**src/include/fpu_params.svh**
```systemverilog
`ifndef FPU_PARAMS_SVH
`define FPU_PARAMS_SVH

// wishbone byte address width
`define FPU_ADR_W 5

// register offsets
`define FPU_REG_OP1    5'h00
`define FPU_REG_OP2    5'h04
`define FPU_REG_CMD    5'h08
`define FPU_REG_RESULT 5'h0C
`define FPU_REG_STATUS 5'h10

// ieee single format
`define FP_EXP_BIAS  127
`define FP_SIGN_MASK 32'h8000_0000

`endif

```
**src/hw/fpu_pkg.sv**
```systemverilog
package fpu_pkg;

    // ieee single precision layout
    typedef struct packed {
        logic        sign;
        logic [7:0]  exp;
        logic [22:0] frac;
    } fp_fields_t;

    // same word seen as a float or as a signed integer
    typedef union packed {
        fp_fields_t         f;
        logic signed [31:0] i;
    } fp_word_u;

    // command register encoding
    typedef enum logic [3:0] {
        FP_ADD     = 4'd0,
        FP_SUB     = 4'd1,
        FP_MUL     = 4'd2,
        FP_DIV     = 4'd3,
        FP_EQ      = 4'd4,
        FP_SLT     = 4'd5,
        FP_NEG     = 4'd6,
        FP_ABS     = 4'd7,
        FP_FCVT_WS = 4'd8,
        FP_FCVT_SW = 4'd9
    } fp_op_e;

    // answer of one execution unit
    typedef struct packed {
        logic [31:0] result;
        logic        cmp;
    } fp_unit_out_t;

endpackage

```
**src/hw/fp_cmp_conv_unit.sv**
```systemverilog
`timescale 1ns/1ps
`include "fpu_params.svh"

module fp_cmp_conv_unit import fpu_pkg::*; (
    input  fp_word_u     op1,
    input  fp_word_u     op2,
    input  fp_op_e       op,
    output fp_unit_out_t res
);

    fp_fields_t        a;
    fp_fields_t        b;
    logic              eq;
    logic              mag_lt;
    logic              mag_gt;
    logic              slt;

    logic signed [9:0] unb_exp;
    logic [31:0]       ws_mag;
    logic [31:0]       ws_word;

    logic [31:0]       sw_mag;
    logic [4:0]        sw_lead;
    logic [31:0]       sw_sig;
    logic [31:0]       sw_word;

    assign a  = op1.f;
    assign b  = op2.f;
    assign eq = (op1.i == op2.i);

    // exponent and fraction compare as one magnitude
    assign mag_lt = {a.exp, a.frac} < {b.exp, b.frac};
    assign mag_gt = {a.exp, a.frac} > {b.exp, b.frac};
    assign slt    = (a.sign != b.sign) ? a.sign : (a.sign ? mag_gt : mag_lt);

    // float to int truncates toward zero
    always_comb begin
        unb_exp = $signed({2'b00, a.exp}) - $signed(10'(`FP_EXP_BIAS));
        ws_mag  = 32'd0;
        if (a.exp == 8'hFF || unb_exp >= 10'sd31) begin
            ws_word = a.sign ? 32'h8000_0000 : 32'h7FFF_FFFF;
        end else if (a.exp == 8'd0 || unb_exp < 10'sd0) begin
            ws_word = 32'd0;
        end else begin
            if (unb_exp >= 10'sd23) begin
                ws_mag = {8'd0, 1'b1, a.frac} << (unb_exp[4:0] - 5'd23);
            end else begin
                ws_mag = {8'd0, 1'b1, a.frac} >> (5'd23 - unb_exp[4:0]);
            end
            ws_word = a.sign ? -ws_mag : ws_mag;
        end
    end

    // int to float takes its exponent from the leading one
    always_comb begin
        sw_mag  = op1.i[31] ? -op1.i : op1.i;
        sw_lead = 5'd0;
        for (int i = 0; i < 32; i++) begin
            if (sw_mag[i]) begin
                sw_lead = i[4:0];
            end
        end
        if (sw_lead >= 5'd23) begin
            sw_sig = sw_mag >> (sw_lead - 5'd23);
        end else begin
            sw_sig = sw_mag << (5'd23 - sw_lead);
        end
        if (op1.i == 32'sd0) begin
            sw_word = 32'd0;
        end else begin
            sw_word = {op1.i[31], 8'(`FP_EXP_BIAS) + {3'd0, sw_lead}, sw_sig[22:0]};
        end
    end

    always_comb begin
        res = '0;
        case (op)
            FP_EQ: begin
                res.result = {31'd0, eq};
                res.cmp    = eq;
            end
            FP_SLT:     res.cmp    = slt;
            FP_NEG:     res.result = op1.i ^ `FP_SIGN_MASK;
            FP_ABS:     res.result = op1.i & ~`FP_SIGN_MASK;
            FP_FCVT_WS: res.result = ws_word;
            FP_FCVT_SW: res.result = sw_word;
            default:    res = '0;
        endcase
    end

endmodule

```
**config.mk**
```make
export PLATFORM = sky130hd
export DESIGN_NAME = fp_cmp_conv_unit
export DESIGN_NICKNAME = d
export VERILOG_FILES = /design/src/hw/fpu_pkg.sv /design/src/hw/fp_cmp_conv_unit.sv
export VERILOG_INCLUDE_DIRS = /design/src /design/src/include
export SDC_FILE = /design/constraint.sdc
export NUM_CORES = 1
export LEC_CHECK = 0
export ABC_AREA = 1
export BUFFER_PORTS_ARGS = -buffer_cell sky130_fd_sc_hd__buf_2
export CAP_MARGIN = 15
export CORE_UTILIZATION = 45
export DETAILED_ROUTE_END_ITERATION = 10
export PLACE_DENSITY = 0.64
export SYNTH_ARGS = -nofsm -noshare
export SYNTH_HDL_FRONTEND = slang
export SYNTH_SLANG_ARGS = --single-unit
```
**constraint.sdc**
```tcl
create_clock -name vclk -period 9.7
set_input_delay 0.97 -clock vclk [all_inputs]
set_output_delay 0.97 -clock vclk [all_outputs]
set_load 0.03 [all_outputs]
```
==> run metrics <==
outcome finished, final reports clean; top sig layer met4; WP buf/inv 6; layout cells sized above 1 0.115; core area 0.0198 mm²; Setup crit end kind output port; critical path launch point type primary input; Setup Total Neg Slack 0 ns; die area 0.0210 mm²; Slew Limit Fails 0; starting density of the core 0.465; antenna viol nets, final 0; WHS Path Cells 5; Setup WS pre-CTS 2.08 ns; average routed wire per standard cell 19.8 µm; Worst VDD drop 52.4 µV; Worst path depth 45; maximum clock frequency 0.129 GHz; vias per cell 6.02; fin nets 1,943; initial antenna violation count 0; critical-path maximum fanout 37; Netlist cell types 62; Final setup viols 0; setup repair after global routing missed its margin false; Placed Area 0.00958 mm²; die width 145 µm; Syn Nets 1,936; diodes inserted 0; setup ws final 1.93 ns; detailed-placement wirelength estimate 32,700 µm; DRC errors left 0; die height 145 µm; worst slew pin tran 1.08 ns; Cells after Synth 1,823; Post-CTS Setup Repair Bufs 0; TritonRoute pass-1 iters 6; All-Layer GR Usage 0.384; Seq Cell Count 0; # IOs 101; vias in the first global route 11,500; Area Growth Syn to Fin 4.04%; CTS resizes 0; post-layout min period 7.77 ns; grt total ovfl 0; routed wire length 41,400 µm; worst hold path type in2out; FP Rows 51; Avg Cell Area, Syn 5.05 µm²; Post-Syn Area 0.00920 mm²; WL met3 4100 µm; Worst Path Arrival 6.80 ns; WS Path Type in2out; synth warn 0; register area 0 µm²; RePlAce Congestion 1.05; met1 WL 16,700 µm; # port buffers 101; CP max-delay cell inv_1; Max Cap Viol 0; Hold Fails Final Rpt 0; 1st-iter DRT viols 1,561; relative slew slack 0.280; hold buffers post-CTS 0; global-route wire length before repair 64,300 µm; power per standard cell area 101 mW/mm²; metal2 WL 17,700 µm; fin area 0.00958 mm²; Largest stage delay, worst path 0.76 ns; largest net degree at the start of global routing 62; via count 12,600; most used cell, CP nand2_1; clock buf count 0; Top delay family on crit path simple AND/OR/NAND/NOR gates; period utilization 0.801; sequential area share after synthesis 0; total leakage power 4.98 nW; Worst EP required 8.73 ns
per-layer routing:
layer / vias up / global-route usage
li1: 6178 / -
met1: 5575 / 0.485
met2: 699 / 0.601
met3: 146 / 0.0676
met4: 0 / 0.244
met5: - / 0
cell usage after synthesis (all sizes together) (6+ instances only):
cell / count / share of area
nand4: 48 / 0.035
o21ai: 165 / 0.091
o211ai: 16 / 0.013
ha: 45 / 0.061
a31oi: 9 / 0.0068
nor3: 20 / 0.014
a21oi: 138 / 0.075
inv: 188 / 0.077
nand3: 302 / 0.17
o22ai: 9 / 0.0068
mux2i: 15 / 0.016
o21bai: 7 / 0.0057
a22oi: 6 / 0.0049
buf: 64 / 0.042
nand3b: 8 / 0.0065
clkbuf: 44 / 0.018
nand2: 535 / 0.22
xor2: 26 / 0.028
nor2: 129 / 0.063
metrics by stage:
| step | util | std cells | hold WS (ns) | power, W |
|---|---|---|---|---|
| final | 0.484 | 2093 | 2.42 | 0.000971 |
| after global routing | 0.484 | 2093 | 2.46 | 0.00107 |
| after floorplan | - | 1823 | 2.20 | 0.000701 |
| after CTS | 0.484 | 2093 | 2.41 | 0.000938 |
| after detailed placement | 0.484 | 2093 | 2.41 | 0.000934 |
| after global placement | 0.484 | 2093 | 2.41 | 0.000932 |
report_power, final:
part	total, W	internal, W	switching, W	leakage [nW]
clock network	0	0	0	0
registers	0	0	0	0
logic	0.000971	0.000278	0.000693	4.98
worst min-delay path: cells and delay by family:
family / cells / cell delay [ns]
simple gates: 3 / 0.21
buf+inv: 2 / 0.27
cell usage in the layout (no fill, tap or decap), types with 12 or more instances in the layout:
master / instances
buf_2: 101
nand4_1: 44
nor3_1: 15
nand2_2: 12
inv_2: 30
o21ai_0: 130
nor2_1: 108
buf_4: 12
nand3_1: 293
o21ai_1: 33
ha_1: 45
a21oi_1: 138
nand2_1: 521
xor2_1: 23
mux2i_1: 15
inv_1: 156
o211ai_1: 16
nor2_2: 13
path summary, 6_finish.rpt:
| check | start | end | slack (ns) |
|---|---|---|---|
| setup / recovery | op1[31] | res[9] | 1.93 |
| hold / removal | op[1] | res[0] | 2.42 |
cell type report:
type | count | area [µm²]
fillers | 2291 | 10200
multi-input cells | 1522 | 7920
inverters | 193 | 731
repair buffers | 113 | 596
well taps | 265 | 332
kinds of logic after synthesis:
| logic type | after synthesis | synth area share |
|---|---|---|
| compound gates | 383 | 0.234 |
| simple gates | 1051 | 0.518 |
| buf+inv | 301 | 0.140 |
| xor+xnor | 28 | 0.0303 |
| mux | 15 | 0.0163 |
| fa+ha+maj | 45 | 0.0612 |
(Power assumes the default switching activity.)
