### src/include/fpu_params.svh
`ifndef FPU_PARAMS_SVH
`define FPU_PARAMS_SVH

// wishbone byte address width
`define FPU_ADR_W 5

// register offsets
`define FPU_REG_OP1    5'h00
`define FPU_REG_OP2    5'h04
`define FPU_REG_CMD    5'h08
`define FPU_REG_RESULT 5'h0C
`define FPU_REG_STATUS 5'h10

// ieee single format
`define FP_EXP_BIAS  127
`define FP_SIGN_MASK 32'h8000_0000

`endif

### src/hw/fpu_pkg.sv
package fpu_pkg;

    // ieee single precision layout
    typedef struct packed {
        logic        sign;
        logic [7:0]  exp;
        logic [22:0] frac;
    } fp_fields_t;

    // same word seen as a float or as a signed integer
    typedef union packed {
        fp_fields_t         f;
        logic signed [31:0] i;
    } fp_word_u;

    // command register encoding
    typedef enum logic [3:0] {
        FP_ADD     = 4'd0,
        FP_SUB     = 4'd1,
        FP_MUL     = 4'd2,
        FP_DIV     = 4'd3,
        FP_EQ      = 4'd4,
        FP_SLT     = 4'd5,
        FP_NEG     = 4'd6,
        FP_ABS     = 4'd7,
        FP_FCVT_WS = 4'd8,
        FP_FCVT_SW = 4'd9
    } fp_op_e;

    // answer of one execution unit
    typedef struct packed {
        logic [31:0] result;
        logic        cmp;
    } fp_unit_out_t;

endpackage

### src/hw/wb_pkg.sv
`include "fpu_params.svh"

package wb_pkg;

    // master to slave
    typedef struct packed {
        logic                  cyc;
        logic                  stb;
        logic                  we;
        logic [`FPU_ADR_W-1:0] adr;
        logic [31:0]           dat;
        logic [3:0]            sel;
    } wb_req_t;

    // slave to master
    typedef struct packed {
        logic        ack;
        logic [31:0] dat;
    } wb_rsp_t;

endpackage

### src/hw/fpu_wb_slave.sv
`timescale 1ns/1ps
`include "fpu_params.svh"

module fpu_wb_slave import fpu_pkg::*, wb_pkg::*; (
    input  logic         clk,
    input  logic         arst_n,
    input  wb_req_t      wb_req,
    output wb_rsp_t      wb_rsp,
    output fp_word_u     op1,
    output fp_word_u     op2,
    output fp_op_e       op,
    input  fp_unit_out_t arith_out,
    input  fp_unit_out_t cc_out
);

    logic         ack_q;
    logic         req_valid;
    logic         wr_en;
    logic [3:0]   cmd_q;
    logic [31:0]  result_q;
    logic         cmp_q;
    fp_unit_out_t unit_sel;
    logic [31:0]  rd_data;

    function automatic logic [31:0] byte_merge(
        input logic [31:0] old_val,
        input logic [31:0] new_val,
        input logic [3:0]  byte_en
    );
        logic [31:0] merged;
        merged = old_val;
        for (int i = 0; i < 4; i++) begin
            if (byte_en[i]) begin
                merged[i*8 +: 8] = new_val[i*8 +: 8];
            end
        end
        return merged;
    endfunction

    // ==========================================================
    // wishbone classic handshake
    // ==========================================================
    // one idle clock after each ack
    assign req_valid = wb_req.cyc & wb_req.stb & ~ack_q;
    assign wr_en     = req_valid & wb_req.we;

    always_ff @(posedge clk or negedge arst_n) begin
        if (!arst_n) begin
            ack_q <= 1'b0;
        end else begin
            ack_q <= req_valid;
        end
    end

    // ==========================================================
    // operand and command registers
    // ==========================================================
    always_ff @(posedge clk or negedge arst_n) begin
        if (!arst_n) begin
            op1   <= '0;
            op2   <= '0;
            cmd_q <= 4'd0;
        end else if (wr_en) begin
            case (wb_req.adr)
                `FPU_REG_OP1: op1 <= byte_merge(op1, wb_req.dat, wb_req.sel);
                `FPU_REG_OP2: op2 <= byte_merge(op2, wb_req.dat, wb_req.sel);
                `FPU_REG_CMD: begin
                    if (wb_req.sel[0]) begin
                        cmd_q <= wb_req.dat[3:0];
                    end
                end
                default: ;
            endcase
        end
    end

    assign op = fp_op_e'(cmd_q);

    // pick the unit that owns the current command
    always_comb begin
        case (op)
            FP_ADD, FP_SUB, FP_MUL, FP_DIV: unit_sel = arith_out;
            FP_EQ, FP_SLT, FP_NEG, FP_ABS, FP_FCVT_WS, FP_FCVT_SW: unit_sel = cc_out;
            default: unit_sel = '0;
        endcase
    end

    always_ff @(posedge clk or negedge arst_n) begin
        if (!arst_n) begin
            result_q <= 32'd0;
            cmp_q    <= 1'b0;
        end else begin
            result_q <= unit_sel.result;
            cmp_q    <= unit_sel.cmp;
        end
    end

    // held address keeps read data stable while ack is high
    always_comb begin
        case (wb_req.adr)
            `FPU_REG_OP1:    rd_data = op1;
            `FPU_REG_OP2:    rd_data = op2;
            `FPU_REG_CMD:    rd_data = {28'd0, cmd_q};
            `FPU_REG_RESULT: rd_data = result_q;
            `FPU_REG_STATUS: rd_data = {31'd0, cmp_q};
            default:         rd_data = 32'd0;
        endcase
    end

    assign wb_rsp.ack = ack_q;
    assign wb_rsp.dat = rd_data;

endmodule

### config.mk
export PLATFORM = sky130hd
export DESIGN_NAME = fpu_wb_slave
export DESIGN_NICKNAME = d
export VERILOG_FILES = /design/src/hw/fpu_pkg.sv /design/src/hw/wb_pkg.sv /design/src/hw/fpu_wb_slave.sv
export VERILOG_INCLUDE_DIRS = /design/src /design/src/include
export SDC_FILE = /design/constraint.sdc
export NUM_CORES = 1
export LEC_CHECK = 0
export ABC_CLOCK_PERIOD_IN_PS = 1690
export BUFFER_PORTS_ARGS = -buffer_cell sky130_fd_sc_hd__buf_2
export CAP_MARGIN = 20
export CORE_UTILIZATION = 43
export DETAILED_ROUTE_END_ITERATION = 10
export GPL_TIMING_DRIVEN = 0
export PLACE_DENSITY_LB_ADDON = 0.05
export SLEW_MARGIN = 20
export SYNTH_ARGS = -nofsm -noshare
export SYNTH_HDL_FRONTEND = slang
export SYNTH_SLANG_ARGS = --single-unit
### constraint.sdc
create_clock -name clk -period 1.69 [get_ports clk]
set_input_delay 0.0845 -clock clk [delete_from_list [all_inputs] [get_ports clk]]
set_output_delay 0.0845 -clock clk [all_outputs]
set_load 0.01 [all_outputs]
==> flow_summary.ini <==
[sta]
hold_ws_ps = 48.5
final_hold_viol_count = 0
period_needed_ps = 1630
slew_viol_final = 0
tightest_slew_ps = 659
rsz0062_at_grt = yes
max_freq_mhz = 613
clock_skew_ps = 18.0
slew_headroom_pct = 56.1
fin_crit_sh_pct = 96.5
setup_violations = 0

[clock_network]
cts.clk_slew.worst_paths_ps = 100
worst_skew_pair.late_latency_ps = 370
cts_tree = yes
cts_root_buffer = clkbuf_8
numCtsBuffers = 9
clock_path_buffers = 2
htreeDepth = 3
clock-sinks = 102

[run]
drv_cap = 0

[floorplan]
die_w_um = 106
core_um2 = 10500
rows = 37
die_h_um = 106
initial_utilization_pct = 44.8
fp.dieArea_um2 = 11300
ioPinCount = 213

[worst_setup_path]
r2r-start = ack_q
crit_type = reg2reg
cp_num_buf_inv = 1
worst-endpoint-required_ps = 1940
path_max_fanout = 9
start_kind = flop
crit_family = simple AND/OR/NAND/NOR gates
crit_slowest_cell = dfrtp_1
slowest_delay_ps = 400
r2r_cells = 4
crit_path_end_kind = flop
reg2reg_to = op[0]
rrSetupSlack_ps = 60
worstPathArrival_ps = 1880
crit_path_cell_trace = and4b_1 -> buf_8 -> nand4_1 -> mux2_2

[detailed_routing]
remaining_drc_errors = 0
viasPerCell = 5.33
drt-initial-drc-count = 316
wirelength_um = 15900
via_count = 4564
dr.pass1.iters = 4
routedWlPerCell_um = 18.5
drtAntennaViolNets = 0

[min_path]
hold_path_class = in2reg
hold_start = cc_out[31]
min_to = result_q[30]
holdPathStages = 3

[yosys]
seq_area_frac_synth_pct = 54.5
synth_ff_type = dfrtp_1
synth_nets = 505
async_flop_share_pct = 100
ys_ff_latch = 102
avgSynthCellArea_um2 = 11.9
syn_area_um2 = 4690
syn_inst = 393
synth_cell_types = 28
ys_warn_count = 0
synth_edf_count = 0

[pwr]
leakagePower_uw = 0.00395
report.power.total_uw = 5030
vdd_drop_max_mv = 0.389
powerDensity_nw_per_um2 = 698

[global_routing]
grt.total_usage_pct = 29.2
antenna_found_initial = 0
grt_overflow_total = 0
grt_pass1_wl_um = 24900
grt_max_degree = 70
grt_pass1_vias = 4813

[cells_and_area]
ff_latch_area_um2 = 2550
fill_cells = 828
antenna_cells = 0
fin_nets = 829
drive_above_1_share_pct = 45.4
area_growth_pct = 53.7
multi_input_area_um2 = 2030

[placed_design]
portBuffers = 212
globalplace.congestion = 0.786
post-dp-hpwl_um = 10400

[status]
outcome = completed
stage by stage:
step                      utilization [%]  cell area, µm²  setup TNS [ps]  setup WS (ps)  cells
after floorplan                         -            4690               0           91.3    393
after global placement               56.6            5920          -70860           -585    741
after detailed placement             56.9            5950          -12450           -302    742
after CTS                            68.8            7190               0           14.1    858
after global routing                 68.8            7200           -17.1          -17.1    857
final                                68.8            7200               0           58.7    857
worst max-delay path by stage:
stage	from	end	slack, ps	cells past startpoint
floorplan	ack_q	op1[0]	90	4
global placement	arst_n	result_q[20]	-580	1
detailed placement	wb_req[37]	wb_rsp[17]	-300	7
CTS	wb_req[39]	wb_rsp[17]	10	7
global route	ack_q	op[0]	-20	4
finish	ack_q	op[0]	60	4
synth_stat cells (all sizes together), types with 2 or more instances:
cell type,instances,area share (%)
a221o,29,6.2
mux2,68,16
dfrtp,102,54
and2,2,0.27
nand4,12,3.8
nor2,2,0.16
a21oi,33,3.5
and3,29,3.9
clkbuf,16,1.3
nand2,67,5.4
buf,11,1.5
nand3,12,1.3
state kept, by name, summed over array words and instances (netlist names):
signal / flops
op2: 32
op1: 32
cmp_q: 1
result_q: 32
op: 4
ack_q: 1
area by class of cell:
cell class	count	share of cell area, %
sequential	102	35.4
inverter	1	0.0521
timing repair buffer	314	29.2
buffer	26	2.24
clock buffer	10	1.77
clock inverter	5	0.816
tap	136	2.36
multi-input combinational	263	28.2
worst reg2reg max path: stages, from the launching register on:
cell and delay, ps:
dfrtp_1 400, and4b_1 310, buf_8 190, nand4_1 230
mux2_2 370
power by group:
| group | leakage [µW] | switching [µW] | internal [µW] | total [µW] |
|---|---|---|---|---|
| clock network | 0.0000888 | 863 | 681 | 1540 |
| registers | 0.00134 | 73.7 | 2570 | 2640 |
| logic | 0.00252 | 404 | 433 | 837 |
| total | 0.00395 | 1340 | 3690 | 5030 |
metal layers:
metal / part of all wire, % / wire, µm / vias up / track usage, %
met4: 2.9 / 457 / 0 / 12.5
li1: - / - / 2086 / -
met5: 0 / 0 / - / 0
met2: 50 / 7910 / 207 / 49.4
met1: 41 / 6540 / 2237 / 36.7
met3: 6.2 / 988 / 34 / 4.97
placed cells by master (no fill, tap or decap), types with 2 or more instances in the layout:
cell type | Yosys | routed
nand3_1 | 12 | 12
mux2_2 | 65 | 65
clkbuf_4 | 0 | 2
dfrtp_1 | 102 | 102
buf_6 | 2 | 3
a221o_1 | 29 | 29
dlygate4sd3_1 | 0 | 99
clkbuf_1 | 16 | 5
nand2_1 | 67 | 67
and3_1 | 29 | 29
a21oi_1 | 33 | 33
clkbuf_8 | 0 | 9
nand4_4 | 6 | 8
and2_1 | 2 | 2
buf_2 | 6 | 214
nand4_1 | 4 | 4
clkbuf_2 | 0 | 9
clkinvlp_4 | 0 | 2
mux2_1 | 3 | 3
buf_4 | 2 | 6
logic make-up after synthesis:
| logic type | after synthesis | synth area share (%) |
|---|---|---|
| AND/OR/NAND/NOR | 130 | 16.1 |
| multiplexers | 69 | 16.6 |
| buffers and inverters | 28 | 2.88 |
| AO/OA/AOI/OAI | 64 | 9.98 |
| flip-flops | 102 | 54.5 |
repair_timing:
item,4_1_cts,5_1_grt
cloned,0,0
pin swaps,3,1
gates resized for setup,16,11
setup endpoints to repair,121,22
hold endpoints to repair,203,0
buffers inserted,2,0
hold buffers,99,0
Power figures use the tool's default switching activity.
